===== config.mk =====
export PLATFORM = sky130hd
export DESIGN_NAME = cpu_top
export DESIGN_NICKNAME = d
export VERILOG_FILES = /design/src/hdl/cpu_pkg.sv /design/src/hdl/cpu_addr.sv /design/src/hdl/cpu_alu.sv /design/src/hdl/cpu_control.sv /design/src/hdl/cpu_regs.sv /design/src/hdl/cpu_top.sv
export VERILOG_INCLUDE_DIRS = /design/src /design/src/hdl
export SDC_FILE = /design/constraint.sdc
export NUM_CORES = 1
export LEC_CHECK = 0
export BUFFER_PORTS_ARGS = -buffer_cell sky130_fd_sc_hd__buf_2
export CORE_MARGIN = 10
export CORE_UTILIZATION = 45
export DETAILED_ROUTE_END_ITERATION = 6
export SLEW_MARGIN = 30
export SYNTH_ARGS = -nofsm -noshare
export SYNTH_HDL_FRONTEND = slang
export SYNTH_SLANG_ARGS = --single-unit

===== constraint.sdc =====
create_clock -name raw_clk -period 6.1 [get_ports raw_clk]
set_input_delay 0.305 -clock raw_clk [delete_from_list [all_inputs] [get_ports raw_clk]]
set_output_delay 0.305 -clock raw_clk [all_outputs]
set_load 0.03 [all_outputs]

===== src/hdl/cpu_params.svh =====
`ifndef CPU_PARAMS_SVH
`define CPU_PARAMS_SVH

// Byte-wide data bus and register width
`define CPU_DATA_W 8

// Address bus width, 64 KB space
`define CPU_ADDR_W 16

// Address of the first opcode fetch
`define CPU_RESET_VECTOR 16'h0200

// Packed flag vector, carry in the low bit
`define CPU_FLAG_W 3
`define FLAG_C 0
`define FLAG_Z 1
`define FLAG_N 2

`endif


===== src/hdl/cpu_pkg.sv =====
`include "cpu_params.svh"

package cpu_pkg;

  // Supported opcodes under their 6502 encodings
  typedef enum logic [`CPU_DATA_W-1:0] {
    op_brk     = 8'h00,
    // Accumulator group, layout aaabbb01
    op_ora_imm = 8'h09, op_ora_zp = 8'h05, op_ora_abs = 8'h0d,
    op_ora_abx = 8'h1d, op_ora_aby = 8'h19,
    op_and_imm = 8'h29, op_and_zp = 8'h25, op_and_abs = 8'h2d,
    op_and_abx = 8'h3d, op_and_aby = 8'h39,
    op_eor_imm = 8'h49, op_eor_zp = 8'h45, op_eor_abs = 8'h4d,
    op_eor_abx = 8'h5d, op_eor_aby = 8'h59,
    op_adc_imm = 8'h69, op_adc_zp = 8'h65, op_adc_abs = 8'h6d,
    op_adc_abx = 8'h7d, op_adc_aby = 8'h79,
    op_sta_zp  = 8'h85, op_sta_abs = 8'h8d,
    op_sta_abx = 8'h9d, op_sta_aby = 8'h99,
    op_lda_imm = 8'ha9, op_lda_zp = 8'ha5, op_lda_abs = 8'had,
    op_lda_abx = 8'hbd, op_lda_aby = 8'hb9,
    op_cmp_imm = 8'hc9, op_cmp_zp = 8'hc5, op_cmp_abs = 8'hcd,
    op_cmp_abx = 8'hdd, op_cmp_aby = 8'hd9,
    op_sbc_imm = 8'he9, op_sbc_zp = 8'he5, op_sbc_abs = 8'hed,
    op_sbc_abx = 8'hfd, op_sbc_aby = 8'hf9,
    // Index loads and register ops
    op_ldx_imm = 8'ha2, op_ldy_imm = 8'ha0,
    op_inx = 8'he8, op_iny = 8'hc8, op_dex = 8'hca, op_dey = 8'h88,
    op_tax = 8'haa, op_tay = 8'ha8, op_txa = 8'h8a, op_tya = 8'h98,
    // Flags, branches and jump
    op_clc = 8'h18, op_sec = 8'h38,
    op_beq = 8'hf0, op_bne = 8'hd0, op_bcs = 8'hb0, op_bcc = 8'h90,
    op_jmp_abs = 8'h4c
  } opcode_e;

  typedef enum logic [3:0] {
    st_fetch_op, st_latch_op, st_decode,
    st_fetch_lo, st_latch_lo, st_fetch_hi, st_latch_hi,
    st_read_operand, st_latch_operand,
    st_execute, st_store, st_halted, st_illegal
  } state_e;

  typedef enum logic [3:0] {
    alu_or, alu_and, alu_eor, alu_adc, alu_sbc,
    alu_cmp, alu_pass, alu_inc, alu_dec
  } alu_op_e;

  typedef enum logic [1:0] {reg_none, reg_a, reg_x, reg_y} reg_sel_e;

  typedef enum logic {addr_pc, addr_ea} addr_sel_e;

endpackage


===== src/hdl/cpu_addr.sv =====
`timescale 1ns/10ps
`include "cpu_params.svh"

module cpu_addr import cpu_pkg::*; (
  input  logic                   raw_clk,
  input  logic                   button_reset,
  input  logic [`CPU_DATA_W-1:0] mem_rdata,
  input  logic                   pc_inc,
  input  logic                   pc_load,
  input  logic                   branch_take,
  input  logic                   ea_load_lo,
  input  logic                   ea_load_hi,
  input  reg_sel_e               ea_index,
  input  logic [`CPU_DATA_W-1:0] x_value,
  input  logic [`CPU_DATA_W-1:0] y_value,
  input  logic                   operand_load,
  input  addr_sel_e              addr_sel,
  output logic [`CPU_ADDR_W-1:0] mem_address,
  output logic [`CPU_DATA_W-1:0] operand
);

  logic [`CPU_ADDR_W-1:0] pc;
  logic [`CPU_ADDR_W-1:0] ea;
  logic [`CPU_ADDR_W-1:0] branch_target;
  logic [`CPU_DATA_W-1:0] index;

  always_comb
  begin
    case (ea_index)
      reg_x:   index = x_value;
      reg_y:   index = y_value;
      default: index = '0;
    endcase
  end

  // Branch offset is signed, relative to the next opcode
  assign branch_target = pc + {{(`CPU_ADDR_W-`CPU_DATA_W){operand[`CPU_DATA_W-1]}}, operand};

  always_ff @(posedge raw_clk)
  begin
    if (!button_reset)
    begin
      pc <= `CPU_RESET_VECTOR;
    end
    else if (pc_load)
    begin
      pc <= ea;
    end
    else if (branch_take)
    begin
      pc <= branch_target;
    end
    else if (pc_inc)
    begin
      pc <= pc + 1'b1;
    end
  end

  // Low byte alone is a zero page address
  always_ff @(posedge raw_clk)
  begin
    if (ea_load_lo)
    begin
      ea <= {{(`CPU_ADDR_W-`CPU_DATA_W){1'b0}}, mem_rdata};
    end
    else if (ea_load_hi)
    begin
      ea <= {mem_rdata, ea[`CPU_DATA_W-1:0]} + index;
    end
    if (operand_load)
    begin
      operand <= mem_rdata;
    end
  end

  assign mem_address = (addr_sel == addr_ea) ? ea : pc;

endmodule


===== src/hdl/cpu_alu.sv =====
`timescale 1ns/10ps
`include "cpu_params.svh"

module cpu_alu import cpu_pkg::*; (
  input  alu_op_e                op,
  input  logic [`CPU_DATA_W-1:0] a,
  input  logic [`CPU_DATA_W-1:0] b,
  input  logic                   carry_in,
  output logic [`CPU_DATA_W-1:0] result,
  output logic                   negative,
  output logic                   zero,
  output logic                   carry_out
);

  logic [`CPU_DATA_W-1:0] addend;
  logic                   add_carry;
  logic [`CPU_DATA_W:0]   sum;

  // Subtraction is A + ~B + C, compare forces the carry in
  always_comb
  begin
    addend = b;
    add_carry = carry_in;
    if (op == alu_sbc || op == alu_cmp)
    begin
      addend = ~b;
    end
    if (op == alu_cmp)
    begin
      add_carry = 1'b1;
    end
  end

  assign sum = {1'b0, a} + {1'b0, addend} + add_carry;

  always_comb
  begin
    result = a;
    carry_out = 1'b0;
    case (op)
      alu_or:  result = a | b;
      alu_and: result = a & b;
      alu_eor: result = a ^ b;
      alu_adc, alu_sbc, alu_cmp:
      begin
        result = sum[`CPU_DATA_W-1:0];
        carry_out = sum[`CPU_DATA_W];
      end
      alu_inc: result = a + 1'b1;
      alu_dec: result = a - 1'b1;
      default: result = a;
    endcase
  end

  assign negative = result[`CPU_DATA_W-1];
  assign zero = (result == '0);

endmodule


===== src/hdl/cpu_control.sv =====
`timescale 1ns/10ps
`include "cpu_params.svh"

module cpu_control import cpu_pkg::*; (
  input  logic                   raw_clk,
  input  logic                   button_reset,
  input  logic [`CPU_DATA_W-1:0] mem_rdata,
  input  logic [`CPU_FLAG_W-1:0] flags,
  output logic                   mem_read,
  output logic                   mem_write,
  output alu_op_e                alu_op,
  output reg_sel_e               src_sel,
  output reg_sel_e               dst_sel,
  output logic                   flag_write,
  output logic                   carry_write,
  output logic                   carry_value,
  output logic                   pc_inc,
  output logic                   pc_load,
  output logic                   branch_take,
  output logic                   ea_load_lo,
  output logic                   ea_load_hi,
  output reg_sel_e               ea_index,
  output logic                   operand_load,
  output addr_sel_e              addr_sel,
  output logic                   halted,
  output logic                   illegal
);

  typedef enum logic [2:0] {
    md_implied, md_imm, md_zp, md_abs, md_abx, md_aby, md_jump, md_illegal
  } mode_e;

  state_e   state;
  state_e   next_state;
  opcode_e  ir;
  mode_e    mode;
  alu_op_e  dec_alu;
  reg_sel_e dec_src;
  reg_sel_e dec_dst;
  logic     group_01;
  logic     is_store;
  logic     is_arith;
  logic     branch_ok;

  always_ff @(posedge raw_clk)
  begin
    if (!button_reset)
    begin
      state <= st_fetch_op;
      ir <= op_brk;
    end
    else
    begin
      state <= next_state;
      if (state == st_latch_op)
      begin
        ir <= opcode_e'(mem_rdata);
      end
    end
  end

  // Addressing mode, and illegal for anything outside the subset
  always_comb
  begin
    case (ir)
      op_ora_imm, op_and_imm, op_eor_imm, op_adc_imm, op_lda_imm, op_cmp_imm,
      op_sbc_imm, op_ldx_imm, op_ldy_imm, op_beq, op_bne, op_bcs, op_bcc:
        mode = md_imm;
      op_ora_zp, op_and_zp, op_eor_zp, op_adc_zp, op_sta_zp, op_lda_zp,
      op_cmp_zp, op_sbc_zp:
        mode = md_zp;
      op_ora_abs, op_and_abs, op_eor_abs, op_adc_abs, op_sta_abs, op_lda_abs,
      op_cmp_abs, op_sbc_abs:
        mode = md_abs;
      op_ora_abx, op_and_abx, op_eor_abx, op_adc_abx, op_sta_abx, op_lda_abx,
      op_cmp_abx, op_sbc_abx:
        mode = md_abx;
      op_ora_aby, op_and_aby, op_eor_aby, op_adc_aby, op_sta_aby, op_lda_aby,
      op_cmp_aby, op_sbc_aby:
        mode = md_aby;
      op_jmp_abs:
        mode = md_jump;
      op_brk, op_clc, op_sec, op_inx, op_iny, op_dex, op_dey,
      op_tax, op_tay, op_txa, op_tya:
        mode = md_implied;
      default:
        mode = md_illegal;
    endcase
  end

  // Accumulator group keeps its operation in bits 7:5
  assign group_01 = (ir[1:0] == 2'b01);
  assign is_store = group_01 && (ir[7:5] == 3'd4);
  assign is_arith = group_01 && (ir[7:5] == 3'd3 || ir[7:5] >= 3'd6);

  always_comb
  begin
    case (ir)
      op_inx, op_iny:         dec_alu = alu_inc;
      op_dex, op_dey:         dec_alu = alu_dec;
      op_ldx_imm, op_ldy_imm: dec_alu = alu_or;
      default:                dec_alu = alu_pass;
    endcase
    if (group_01)
    begin
      case (ir[7:5])
        3'd1:    dec_alu = alu_and;
        3'd2:    dec_alu = alu_eor;
        3'd3:    dec_alu = alu_adc;
        3'd6:    dec_alu = alu_cmp;
        3'd7:    dec_alu = alu_sbc;
        // ORA, and LDA with a zero source
        default: dec_alu = alu_or;
      endcase
    end
  end

  always_comb
  begin
    case (ir)
      op_inx, op_dex, op_txa: dec_src = reg_x;
      op_iny, op_dey, op_tya: dec_src = reg_y;
      op_tax, op_tay:         dec_src = reg_a;
      default: dec_src = (group_01 && ir[7:5] != 3'd5) ? reg_a : reg_none;
    endcase
    case (ir)
      op_ldx_imm, op_inx, op_dex, op_tax: dec_dst = reg_x;
      op_ldy_imm, op_iny, op_dey, op_tay: dec_dst = reg_y;
      op_txa, op_tya:                     dec_dst = reg_a;
      default: dec_dst = (group_01 && !is_store && ir[7:5] != 3'd6) ? reg_a : reg_none;
    endcase
  end

  always_comb
  begin
    case (ir)
      op_beq:  branch_ok = flags[`FLAG_Z];
      op_bne:  branch_ok = !flags[`FLAG_Z];
      op_bcs:  branch_ok = flags[`FLAG_C];
      op_bcc:  branch_ok = !flags[`FLAG_C];
      default: branch_ok = 1'b0;
    endcase
  end

  always_comb
  begin
    next_state = state;
    mem_read = 1'b0;
    mem_write = 1'b0;
    dst_sel = reg_none;
    flag_write = 1'b0;
    carry_write = 1'b0;
    pc_inc = 1'b0;
    pc_load = 1'b0;
    branch_take = 1'b0;
    ea_load_lo = 1'b0;
    ea_load_hi = 1'b0;
    ea_index = reg_none;
    operand_load = 1'b0;
    addr_sel = addr_pc;
    case (state)
      st_fetch_op:
      begin
        mem_read = 1'b1;
        next_state = st_latch_op;
      end
      st_latch_op:
      begin
        pc_inc = 1'b1;
        next_state = st_decode;
      end
      st_decode:
      begin
        if (mode == md_illegal)
          next_state = st_illegal;
        else if (mode == md_implied)
          next_state = st_execute;
        else
          next_state = st_fetch_lo;
      end
      st_fetch_lo:
      begin
        mem_read = 1'b1;
        next_state = st_latch_lo;
      end
      st_latch_lo:
      begin
        // Same byte serves as immediate, offset or address low
        ea_load_lo = 1'b1;
        operand_load = 1'b1;
        pc_inc = 1'b1;
        if (mode == md_imm || (mode == md_zp && is_store))
          next_state = st_execute;
        else if (mode == md_zp)
          next_state = st_read_operand;
        else
          next_state = st_fetch_hi;
      end
      st_fetch_hi:
      begin
        mem_read = 1'b1;
        next_state = st_latch_hi;
      end
      st_latch_hi:
      begin
        ea_load_hi = 1'b1;
        pc_inc = 1'b1;
        if (mode == md_abx)
          ea_index = reg_x;
        else if (mode == md_aby)
          ea_index = reg_y;
        if (is_store || mode == md_jump)
          next_state = st_execute;
        else
          next_state = st_read_operand;
      end
      st_read_operand:
      begin
        mem_read = 1'b1;
        addr_sel = addr_ea;
        next_state = st_latch_operand;
      end
      st_latch_operand:
      begin
        operand_load = 1'b1;
        addr_sel = addr_ea;
        next_state = st_execute;
      end
      st_execute:
      begin
        next_state = st_fetch_op;
        if (is_store)
          next_state = st_store;
        else if (ir == op_brk)
          next_state = st_halted;
        else
        begin
          dst_sel = dec_dst;
          flag_write = (dec_dst != reg_none) || is_arith;
          carry_write = is_arith || ir == op_clc || ir == op_sec;
          branch_take = branch_ok;
          pc_load = (mode == md_jump);
        end
      end
      st_store:
      begin
        mem_write = 1'b1;
        addr_sel = addr_ea;
        next_state = st_fetch_op;
      end
      // Halted and illegal hold until reset
      default: ;
    endcase
  end

  assign alu_op = dec_alu;
  assign src_sel = dec_src;
  assign carry_value = (ir == op_sec);
  assign halted = (state == st_halted);
  assign illegal = (state == st_illegal);

endmodule


===== src/hdl/cpu_regs.sv =====
`timescale 1ns/10ps
`include "cpu_params.svh"

module cpu_regs import cpu_pkg::*; (
  input  logic                   raw_clk,
  input  logic                   button_reset,
  input  reg_sel_e               dst_sel,
  input  reg_sel_e               src_sel,
  input  logic [`CPU_DATA_W-1:0] result,
  input  logic                   negative,
  input  logic                   zero,
  input  logic                   carry_out,
  input  logic                   flag_write,
  input  logic                   carry_write,
  input  logic                   carry_value,
  output logic [`CPU_DATA_W-1:0] src_value,
  output logic [`CPU_DATA_W-1:0] x_value,
  output logic [`CPU_DATA_W-1:0] y_value,
  output logic [`CPU_FLAG_W-1:0] flags
);

  logic [`CPU_DATA_W-1:0] acc;
  logic [`CPU_DATA_W-1:0] x_reg;
  logic [`CPU_DATA_W-1:0] y_reg;
  logic                   flag_n;
  logic                   flag_z;
  logic                   flag_c;

  always_ff @(posedge raw_clk)
  begin
    if (!button_reset)
    begin
      acc <= '0;
      x_reg <= '0;
      y_reg <= '0;
      flag_n <= 1'b0;
      flag_z <= 1'b0;
      flag_c <= 1'b0;
    end
    else
    begin
      case (dst_sel)
        reg_a:   acc <= result;
        reg_x:   x_reg <= result;
        reg_y:   y_reg <= result;
        default: ;
      endcase
      if (flag_write)
      begin
        flag_n <= negative;
        flag_z <= zero;
      end
      // ALU carry for arithmetic, fixed value for CLC and SEC
      if (carry_write)
      begin
        flag_c <= flag_write ? carry_out : carry_value;
      end
    end
  end

  // Unselected source reads as zero so loads can OR the operand in
  always_comb
  begin
    case (src_sel)
      reg_a:   src_value = acc;
      reg_x:   src_value = x_reg;
      reg_y:   src_value = y_reg;
      default: src_value = '0;
    endcase
  end

  assign x_value = x_reg;
  assign y_value = y_reg;

  assign flags[`FLAG_N] = flag_n;
  assign flags[`FLAG_Z] = flag_z;
  assign flags[`FLAG_C] = flag_c;

endmodule


===== src/hdl/cpu_top.sv =====
`timescale 1ns/10ps
`include "cpu_params.svh"

module cpu_top import cpu_pkg::*; (
  input  logic                   raw_clk,
  input  logic                   button_reset,
  input  logic [`CPU_DATA_W-1:0] mem_rdata,
  output logic [`CPU_ADDR_W-1:0] mem_address,
  output logic [`CPU_DATA_W-1:0] mem_wdata,
  output logic                   mem_read,
  output logic                   mem_write,
  output logic                   halted,
  output logic                   illegal
);

  alu_op_e                alu_op;
  reg_sel_e               src_sel;
  reg_sel_e               dst_sel;
  reg_sel_e               ea_index;
  addr_sel_e              addr_sel;
  logic                   flag_write;
  logic                   carry_write;
  logic                   carry_value;
  logic                   pc_inc;
  logic                   pc_load;
  logic                   branch_take;
  logic                   ea_load_lo;
  logic                   ea_load_hi;
  logic                   operand_load;
  logic [`CPU_FLAG_W-1:0] flags;
  logic [`CPU_DATA_W-1:0] src_value;
  logic [`CPU_DATA_W-1:0] x_value;
  logic [`CPU_DATA_W-1:0] y_value;
  logic [`CPU_DATA_W-1:0] operand;
  logic [`CPU_DATA_W-1:0] result;
  logic                   negative;
  logic                   zero;
  logic                   carry_out;

  cpu_control u_control (
    .raw_clk      (raw_clk),
    .button_reset (button_reset),
    .mem_rdata    (mem_rdata),
    .flags        (flags),
    .mem_read     (mem_read),
    .mem_write    (mem_write),
    .alu_op       (alu_op),
    .src_sel      (src_sel),
    .dst_sel      (dst_sel),
    .flag_write   (flag_write),
    .carry_write  (carry_write),
    .carry_value  (carry_value),
    .pc_inc       (pc_inc),
    .pc_load      (pc_load),
    .branch_take  (branch_take),
    .ea_load_lo   (ea_load_lo),
    .ea_load_hi   (ea_load_hi),
    .ea_index     (ea_index),
    .operand_load (operand_load),
    .addr_sel     (addr_sel),
    .halted       (halted),
    .illegal      (illegal)
  );

  // Selected register against the latched operand
  cpu_alu u_alu (
    .op        (alu_op),
    .a         (src_value),
    .b         (operand),
    .carry_in  (flags[`FLAG_C]),
    .result    (result),
    .negative  (negative),
    .zero      (zero),
    .carry_out (carry_out)
  );

  cpu_regs u_regs (
    .raw_clk      (raw_clk),
    .button_reset (button_reset),
    .dst_sel      (dst_sel),
    .src_sel      (src_sel),
    .result       (result),
    .negative     (negative),
    .zero         (zero),
    .carry_out    (carry_out),
    .flag_write   (flag_write),
    .carry_write  (carry_write),
    .carry_value  (carry_value),
    .src_value    (src_value),
    .x_value      (x_value),
    .y_value      (y_value),
    .flags        (flags)
  );

  cpu_addr u_addr (
    .raw_clk      (raw_clk),
    .button_reset (button_reset),
    .mem_rdata    (mem_rdata),
    .pc_inc       (pc_inc),
    .pc_load      (pc_load),
    .branch_take  (branch_take),
    .ea_load_lo   (ea_load_lo),
    .ea_load_hi   (ea_load_hi),
    .ea_index     (ea_index),
    .x_value      (x_value),
    .y_value      (y_value),
    .operand_load (operand_load),
    .addr_sel     (addr_sel),
    .mem_address  (mem_address),
    .operand      (operand)
  );

  // STA drives the accumulator out through the source mux
  assign mem_wdata = src_value;

endmodule


==> flow_summary.ini, run 1 <==
[worst_setup_path]
cp_max_fo = 19
crit_path_end_kind = flip-flop
start_kind = flip-flop
worstPathArrival_ns = 5.12
path_class = reg -> reg
cp.required_ns = 6.38

[floorplan]
die-area_um2 = 20500
row_count = 44
ioPinCount = 38
die_h_um = 143
core_area_um2 = 14700
start_util_pct = 46.4
die_width_um = 143

[layout]
antenna_cells = 0
drive_above_1_share_pct = 11.5
mostFrequentLayoutCells = 96 x nor2_1, 82 x nand2_1, 65 x dfxtp_1, 54 x a21oi_1, 54 x o21ai_0
layout_commonest_cell = nor2_1
area_growth_pct = 8.93
nNetsFinal = 926
fillers = 1415
postLayoutCoreUtil_pct = 50.6

[drt]
remaining_drc_errors = 0
drtAntennaViolNets = 0
post_drt_via_cell_ratio = 5.97
drt-initial-drc-count = 512
num_vias = 6252
wl_per_cell_um = 18.3
firstDrtPassIters = 5
wirelength_um = 19200

[sta]
drv_slew = 0
max_slew.worst_pin.slew_ns = 0.873
setup_viol = 0
maxSlewHeadroom_pct = 41.0
hold_violations = 0
min_period_ns = 4.84
finalSetupTns_ns = 0
fmaxAchievable_mhz = 207
finClkSkew_ns = 0.00553
rsz0062_at_grt = no
timing.final.crit_share_pct = 79.3

[power_and_ir_drop]
p_leak_nw = 3.22
max-vdd-ir-drop_uv = 274
p_per_area_nw_per_um2 = 266

[clock_tree]
tritoncts = yes
cts_buffers = 9
root_buffer = clkbuf_16
htree_levels = 3
post-cts-setup-buffers = 0
cts.path.max_buffers = 2
clk_latency_ns = 0.35
cts_hold_buf = 0
cts_sinks = 81
path_clk_slew_ns = 0.07
cts_resized = 0

[synthesis]
synth_cell_types = 76
ys_top_cells_by_area = dfxtp_1 19%, ha_1 9.5%, edfxtp_1 7.0%
synth_warnings = 0
async_reset_ff_share_pct = 0
ys.flop_type = dfxtp_1
synth_fp_nets = 911
ys_ff_latch = 81
synth_area_leader_cell = dfxtp_1
ys_seq_area_share_pct = 26.1
synth_area_um2 = 6820
syn_inst = 844
syn_area_per_cell_um2 = 8.09
synth-edff-count = 16
synth_top_area_share_pct = 19.1

[job]
maxCapViolCount = 0

[placement]
port_buffers = 37
routabilityCongestion = 0.931
hpwlAfterDp_um = 14500

[global_route]
grt_pass1_vias = 5921
grt_usage_pct = 18.8
grt_antenna_before_repair = 0
grt_max_degree = 43
grt_pass1_wl_um = 31100
gr-total-overflow = 0

[hold_path]
hp-class = in -> reg

[run_status]
status = finished, final reports clean
==> where the power goes <==
part           internal [mW]  switching (mW)  leakage, nW
combinational          0.279           0.419         2.42
clock                  0.275           0.238        0.134
sequential             0.627           0.137        0.673
total                   1.18           0.794         3.22
==> sequential cells by signal (all words and copies together), names as in the netlist <==
| register | flops |
|---|---|
| u_addr.ea | 16 |
| u_addr.operand | 8 |
| u_addr.pc | 16 |
| u_control.ir | 8 |
| u_control.mode | 3 |
| u_control.state | 4 |
| u_regs.acc | 8 |
| u_regs.flag_c | 1 |
| u_regs.flag_z | 1 |
| u_regs.x_value | 8 |
| u_regs.y_value | 8 |
==> metrics by stage <==
step / hold slack [ns] / cells / power, mW / setup WS [ns] / instance area (um2)
6_report: 0.235 / 1048 / 1.97 / 1.26 / 7430
5_1_grt: 0.237 / 1048 / 2.09 / 0.878 / 7430
4_1_cts: 0.223 / 1048 / 1.98 / 1.35 / 7420
3_5_place_dp: 0.486 / 1032 / 1.46 / 1.37 / 7150
3_3_place_gp: 0.477 / 1031 / 1.44 / 1.50 / 7130
2_1_floorplan: 0.404 / 844 / 1.27 / 2.17 / 6820
==> critical path, cell delays in order (launching register included) <==
cell and delay, ns:
dfxtp_1 0.69, nand2_1 0.18, nor3_1 0.45, o31ai_2 0.25, nor4_4 0.60, nand2_1 0.20
inv_1 0.09, ha_1 0.24, a211oi_1 0.30, o21ai_0 0.22, a41oi_1 0.43, a211oi_1 0.17
o31ai_1 0.25, nand2b_1 0.09, xnor2_1 0.13, or3_1 0.33, a31oi_1 0.15
==> final cells by class <==
cell class	count	area, um2	area share (%)
Inverter	47	176	2.37
Multi-Input combinational cell	677	4740	63.7
Timing Repair Buffer	43	238	3.20
Tap cell	184	230	3.10
Clock inverter	7	45.0	0.606
Sequential cell	81	1780	24.0
Clock buffer	9	225	3.03
==> cell usage after synthesis (19+ instances only) <==
| cell | count |
|---|---|
| clkbuf_1 | 24 |
| o21ai_0 | 54 |
| nand2_1 | 82 |
| mux2i_1 | 43 |
| a21oi_1 | 54 |
| inv_1 | 45 |
| ha_1 | 52 |
| a211oi_1 | 27 |
| dfxtp_1 | 65 |
| xnor2_1 | 36 |
| nor2_1 | 96 |
| mux2_2 | 19 |
| nor3_1 | 21 |
==> metal layers <==
metal | up-vias | track usage (%) | part of all wire (%)
met5 | - | 0 | 0
met4 | 0 | 3.85 | 1.0
met3 | 18 | 4.08 | 4.7
met2 | 158 | 29.7 | 46
met1 | 3002 | 25.7 | 48
li1 | 3074 | - | -
==> kinds of logic (layout without fill, tap and decap cells) <==
logic type	after synthesis	count (layout)	synth area share, %
buffers and inverters	86	106	4.95
AND/OR/NAND/NOR	283	283	19.7
multiplexers	62	62	9.44
AO/OA/AOI/OAI	229	229	22.8
flip-flops	81	81	26.1
XOR/XNOR	46	46	6.01
adder cells (fa/ha/maj)	57	57	11.0
==> worst paths after layout <==
check	cells past startpoint	to	startpoint	slack, ns
worst min register to register	2	u_addr.ea[9]	u_addr.ea[9]	0.50
worst max register to register	16	u_addr.pc[15]	u_control.state[0]	1.26
worst max-delay path	16	u_addr.pc[15]	u_control.state[0]	1.26
worst min-delay path	1	u_addr.operand[7]	mem_rdata[7]	0.24
Note: power is estimated with default switching activity, not from simulation.
==> run 2, diff against run 1 <==
Clock period 6.1 ns to 4.34 ns, I/O delays scaled along.
==> run 2 against run 1 <==
Sequential share of layout area is 0.68 points lower. Clock skew is 0.0021 ns higher. Clock-buffer cell count is 3 higher. Combinational power is 54% higher. Wire length is 1.4% higher.
==> flow_summary.ini, run 2 (same netlist as run 1, synthesis figures left out) <==
[run_status]
status = finished, final reports clean

[drt]
num_vias = 6389
drt-initial-drc-count = 520
drtAntennaViolNets = 0
wirelength_um = 19500
post_drt_via_cell_ratio = 5.95
remaining_drc_errors = 0
firstDrtPassIters = 6
wl_per_cell_um = 18.2

[layout]
mostFrequentLayoutCells = 96 x nor2_1, 82 x nand2_1, 61 x dfxtp_1, 54 x o21ai_0, 53 x a21oi_1
top_regs = u_addr.ea x16, u_addr.pc x16
layout_commonest_cell = nor2_1
seq_area_um2 = 1790
multi_input_area_um2 = 4750
antenna_cells = 0
nNetsFinal = 951
area_growth_pct = 12.4
fillers = 1399
drive_above_1_share_pct = 14.7

[floorplan]
ioPinCount = 38
die-area_um2 = 20500
die_h_um = 143
die_width_um = 143
start_util_pct = 46.4
core_area_um2 = 14700
row_count = 44

[worst_setup_path]
cp_top_family = compound AO/OA/AOI/OAI gates
cp.required_ns = 4.60
max_stage_delay_ns = 0.51
path_class = reg -> reg
crit_path_end_kind = flip-flop
worstPathArrival_ns = 4.27
cp_max_fo = 11
crit_slowest_cell = fa_1
path_buf_inv = 2
path_cells = buf_4, nand3b_1, mux2_2, a221oi_4, inv_1, fa_1, fa_1, a211oi_1, o21bai_1, a21oi_2, xnor2_1, nand2_1, a31oi_2, nor4_2, nand4b_1, o31ai_2
start_kind = flip-flop
path_common_cell = fa_1

[clock_tree]
clk_latency_ns = 0.34
cts_sinks = 81
tritoncts = yes
htree_levels = 3
cts.path.max_buffers = 2
cts_buffers = 9
cts_hold_buf = 0
root_buffer = clkbuf_16
path_clk_slew_ns = 0.06

[global_route]
grt_pass1_vias = 6134
grt_usage_pct = 19.2
grt_antenna_before_repair = 0
gr-total-overflow = 0
grt_max_degree = 43
grt_pass1_wl_um = 32000

[power_and_ir_drop]
p_int_mw = 1.78
swShare_pct = 38.2
max-vdd-ir-drop_uv = 332
p_leak_nw = 3.37
clkPwrFrac_pct = 27.6
p_per_area_nw_per_um2 = 375
p_sw_mw = 1.10
sequentialPowerShare_pct = 35.4
combinationalPowerShare_pct = 37.1

[sta]
timing.final.crit_share_pct = 92.4
setup_slack_ns = 0.332
maxSlewHeadroom_pct = 42.0
min_period_ns = 4.01
holdWs_ns = 0.154
max_slew.worst_pin.slew_ns = 0.866
drv_slew = 0
fmaxAchievable_mhz = 250
hold_violations = 0
setup_viol = 0
rsz0062_at_grt = yes
finClkSkew_ns = 0.00763

[hold_path]
hp-class = in -> reg

[job]
maxCapViolCount = 0

[placement]
dp_slack_ns = 0.114
routabilityCongestion = 0.929
hpwlAfterDp_um = 14600
port_buffers = 37
-- run 2: final cells by class --
type / count / share of cell area (%)
Sequential cell: 81 / 23.3
Clock buffer: 12 / 3.36
Tap cell: 184 / 3.00
Multi-Input combinational cell: 677 / 61.9
Inverter: 47 / 2.30
Clock inverter: 4 / 0.620
Timing Repair Buffer: 68 / 5.50
-- run 2: metal layers --
| metal | GRT usage [%] | share of wire [%] | up-vias |
|---|---|---|---|
| met5 | 0 | 0 | - |
| li1 | - | - | 3136 |
| met3 | 3.58 | 4.7 | 25 |
| met1 | 25.7 | 48 | 3038 |
| met4 | 4.45 | 1.2 | 0 |
| met2 | 31.1 | 46 | 190 |
-- run 2: final timing paths --
check | start | end | slack, ns | cells after the start
setup / recovery | u_control.ir[7] | u_regs.flag_z | 0.33 | 16
hold reg to reg | u_addr.ea[8] | u_addr.ea[8] | 0.49 | 2
hold / removal | mem_rdata[0] | u_addr.operand[0] | 0.15 | 1
setup reg to reg | u_control.ir[7] | u_regs.flag_z | 0.33 | 16
-- run 2: repair_timing --
item,4_1_cts,5_1_grt
endpoints found under the hold margin,0,0
setup endpoints to repair,0,12
buffers inserted,0,5
resized for setup,0,12
-- run 2: through the flow --
step	util [%]	TNS (ns)	cells	instance area [um2]	total power [mW]
global route	52.2	-0.00428	1073	7670	3.05
CTS	51.7	0	1068	7600	2.87
global placement	49.5	0	1051	7280	2.05
detailed placement	49.6	0	1052	7290	2.08
finish	52.2	0	1073	7670	2.88
floorplan	-	0	844	6820	1.78
-- run 2: power by group through the flow --
stage | Sequential [mW] | Combinational, mW | Clock, mW
5_1_grt | 1.03 | 1.19 | 0.829
3_3_place_gp | 1.03 | 1.03 | 0
2_1_floorplan | 0.954 | 0.828 | 0
4_1_cts | 1.01 | 1.06 | 0.804
3_5_place_dp | 1.03 | 1.05 | 0
6_report | 1.02 | 1.07 | 0.793
-- run 2: worst reg2reg max path: cells and delay by family (launching register included) --
kind	cells	cell delay, ns
AOI/OAI and AO/OA	6	1.17
and+or+nand+nor	4	0.60
buffers and inverters	2	0.32
adders and majority gates	2	0.96
xor gates and xnor gates	1	0.09
muxes	1	0.38
DFF	1	0.41
==> run 3, diff against run 2 <==
Clock period 4.34 ns to 3.5 ns, I/O delays scaled along.
==> run 3 against run 2 <==
The run now ends with setup timing left. Final cell count grew 9.4%. Cell area grew 14%. First-iteration DRC count shrank 13%. Sequential power grew 24%. Total power grew 32%.
==> flow_summary.ini, run 3 (same netlist as run 1, synthesis figures left out) <==
[worst_setup_path]
crit_slowest_cell = fa_2
path_cells = buf_6, and3b_1, o211a_4, a221oi_4, inv_4, fa_2, fa_2, a211oi_2, o21bai_1, a21oi_2, xnor2_1, nand2_1, a31oi_4, nor4_4, nand4b_1, o31ai_2
worstPathArrival_ns = 3.83
path_common_cell = fa_2
cp.required_ns = 3.76
crit_path_end_kind = flip-flop
path_class = reg -> reg
max_stage_delay_ns = 0.41
start_kind = flip-flop
cp_max_fo = 4

[drt]
firstDrtPassIters = 5
drt-initial-drc-count = 450
num_vias = 6782
drtAntennaViolNets = 0
wirelength_um = 21100
remaining_drc_errors = 0
wl_per_cell_um = 18.0
post_drt_via_cell_ratio = 5.78

[global_route]
grt_max_degree = 42
grt_pass1_vias = 6929
grt_pass1_wl_um = 34400
grt_antenna_before_repair = 0
gr-total-overflow = 0
grt_usage_pct = 20.5

[clock_tree]
cts.path.max_buffers = 2
cts_buffers = 9
htree_levels = 3
cts_hold_buf = 0
tritoncts = yes
root_buffer = clkbuf_16
clk_latency_ns = 0.34
path_clk_slew_ns = 0.06
cts_sinks = 81

[sta]
timing.final.crit_share_pct = 102
hold_violations = 0
max_slew.worst_pin.slew_ns = 0.826
fmaxAchievable_mhz = 280
finClkSkew_ns = 0.00848
rsz0062_at_grt = yes
setup_slack_ns = -0.0666
setup_viol = 8
min_period_ns = 3.57
holdWs_ns = 0.119
drv_slew = 0
finalSetupTns_ns = -0.263
maxSlewHeadroom_pct = 44.6

[power_and_ir_drop]
max-vdd-ir-drop_uv = 366
p_per_area_nw_per_um2 = 432
combinationalPowerShare_pct = 42.7
swShare_pct = 38.4
finalPower_mw = 3.79
p_sw_mw = 1.45
clkPwrFrac_pct = 24.1
p_int_mw = 2.33
sequentialPowerShare_pct = 33.2
p_leak_nw = 3.93

[layout]
antenna_cells = 0
area_growth_pct = 28.4
finalNonFillerCells = 1174
drive_above_1_share_pct = 29.1
top_regs = u_addr.ea x16, u_addr.pc x16
nNetsFinal = 1053
layout_commonest_cell = buf_4
mostFrequentLayoutCells = 122 x buf_4, 94 x nor2_1, 77 x nand2_1, 54 x dfxtp_1, 50 x o21ai_0
postLayoutCoreUtil_pct = 59.6

[hold_path]
hp-class = in -> reg

[placement]
port_buffers = 37
hpwlAfterDp_um = 15800
placed_cells = 1137
routabilityCongestion = 0.929

[floorplan]
row_count = 44
die_width_um = 143
core_area_um2 = 14700
ioPinCount = 38
die_h_um = 143
die-area_um2 = 20500
start_util_pct = 46.4

[run_status]
status = finished, violations left
violations = setup timing

[job]
maxCapViolCount = 0
## run 3: cell types whose count changed in the layout (fill, tap and decap cells not counted), sizes merged
| cell | change |
|---|---|
| bufinv | -1 |
| clkbuf | +1 |
| buf | +102 |
| inv | -1 |
## run 3: final cells by class
class | instances | area, um2
Clock buffer | 13 | 272
Sequential cell | 81 | 1800
Multi-Input combinational cell | 677 | 5040
Timing Repair Buffer | 170 | 1230
Fill cell | 1322 | 5940
Inverter | 47 | 179
Tap cell | 184 | 230
Clock inverter | 2 | 11.3
## run 3: layer usage
metal  global-route usage, %  vias up  wire [um]
met5                       0        -          0
met4                    6.62        0        512
met3                    4.25       48        845
met2                    34.4      147       9960
met1                    25.7     3262       9760
li1                        -     3325          -
## run 3: critical path: cells and delay by family, from the launching register on
kind / cells / cell delay, ns
AO/OA/AOI/OAI: 7 / 1.44
adder cells (fa/ha/maj): 2 / 0.81
AND/OR/NAND/NOR: 4 / 0.62
flip-flops: 1 / 0.36
buffers and inverters: 2 / 0.17
XOR/XNOR: 1 / 0.08
## run 3: power groups by stage
stage | sequential, mW | clock, mW | combinational, mW
final | 1.26 | 0.912 | 1.62
after global routing | 1.27 | 0.971 | 1.77
after CTS | 1.24 | 0.932 | 1.56
after detailed placement | 1.25 | 0 | 1.49
after global placement | 1.25 | 0 | 1.45
after floorplan | 1.18 | 0 | 1.05
## run 3: path summary, 6_finish.rpt
check                       to            start  slack (ns)  cells after the start
max              u_regs.flag_z  u_control.ir[6]       -0.07                     16
max reg2reg      u_regs.flag_z  u_control.ir[6]       -0.07                     16
min          u_addr.operand[7]     mem_rdata[7]        0.12                      1
min reg2reg       u_addr.ea[9]     u_addr.ea[9]        0.49                      2
## run 3: timing repair
item / in CTS / in global routing
pin swaps: 25 / 36
gates resized for setup: 36 / 48
endpoints found under the setup margin: 24 / 35
setup buffers: 15 / 9
## run 3: through the flow
| stage | instance area (um2) | setup slack (ns) |
|---|---|---|
| 6_report | 8760 | -0.0666 |
| 5_1_grt | 8760 | -0.250 |
| 4_1_cts | 8510 | -0.177 |
| 3_3_place_gp | 7980 | -0.294 |
| 3_5_place_dp | 8000 | -0.306 |
| 2_1_floorplan | 6900 | -0.0265 |
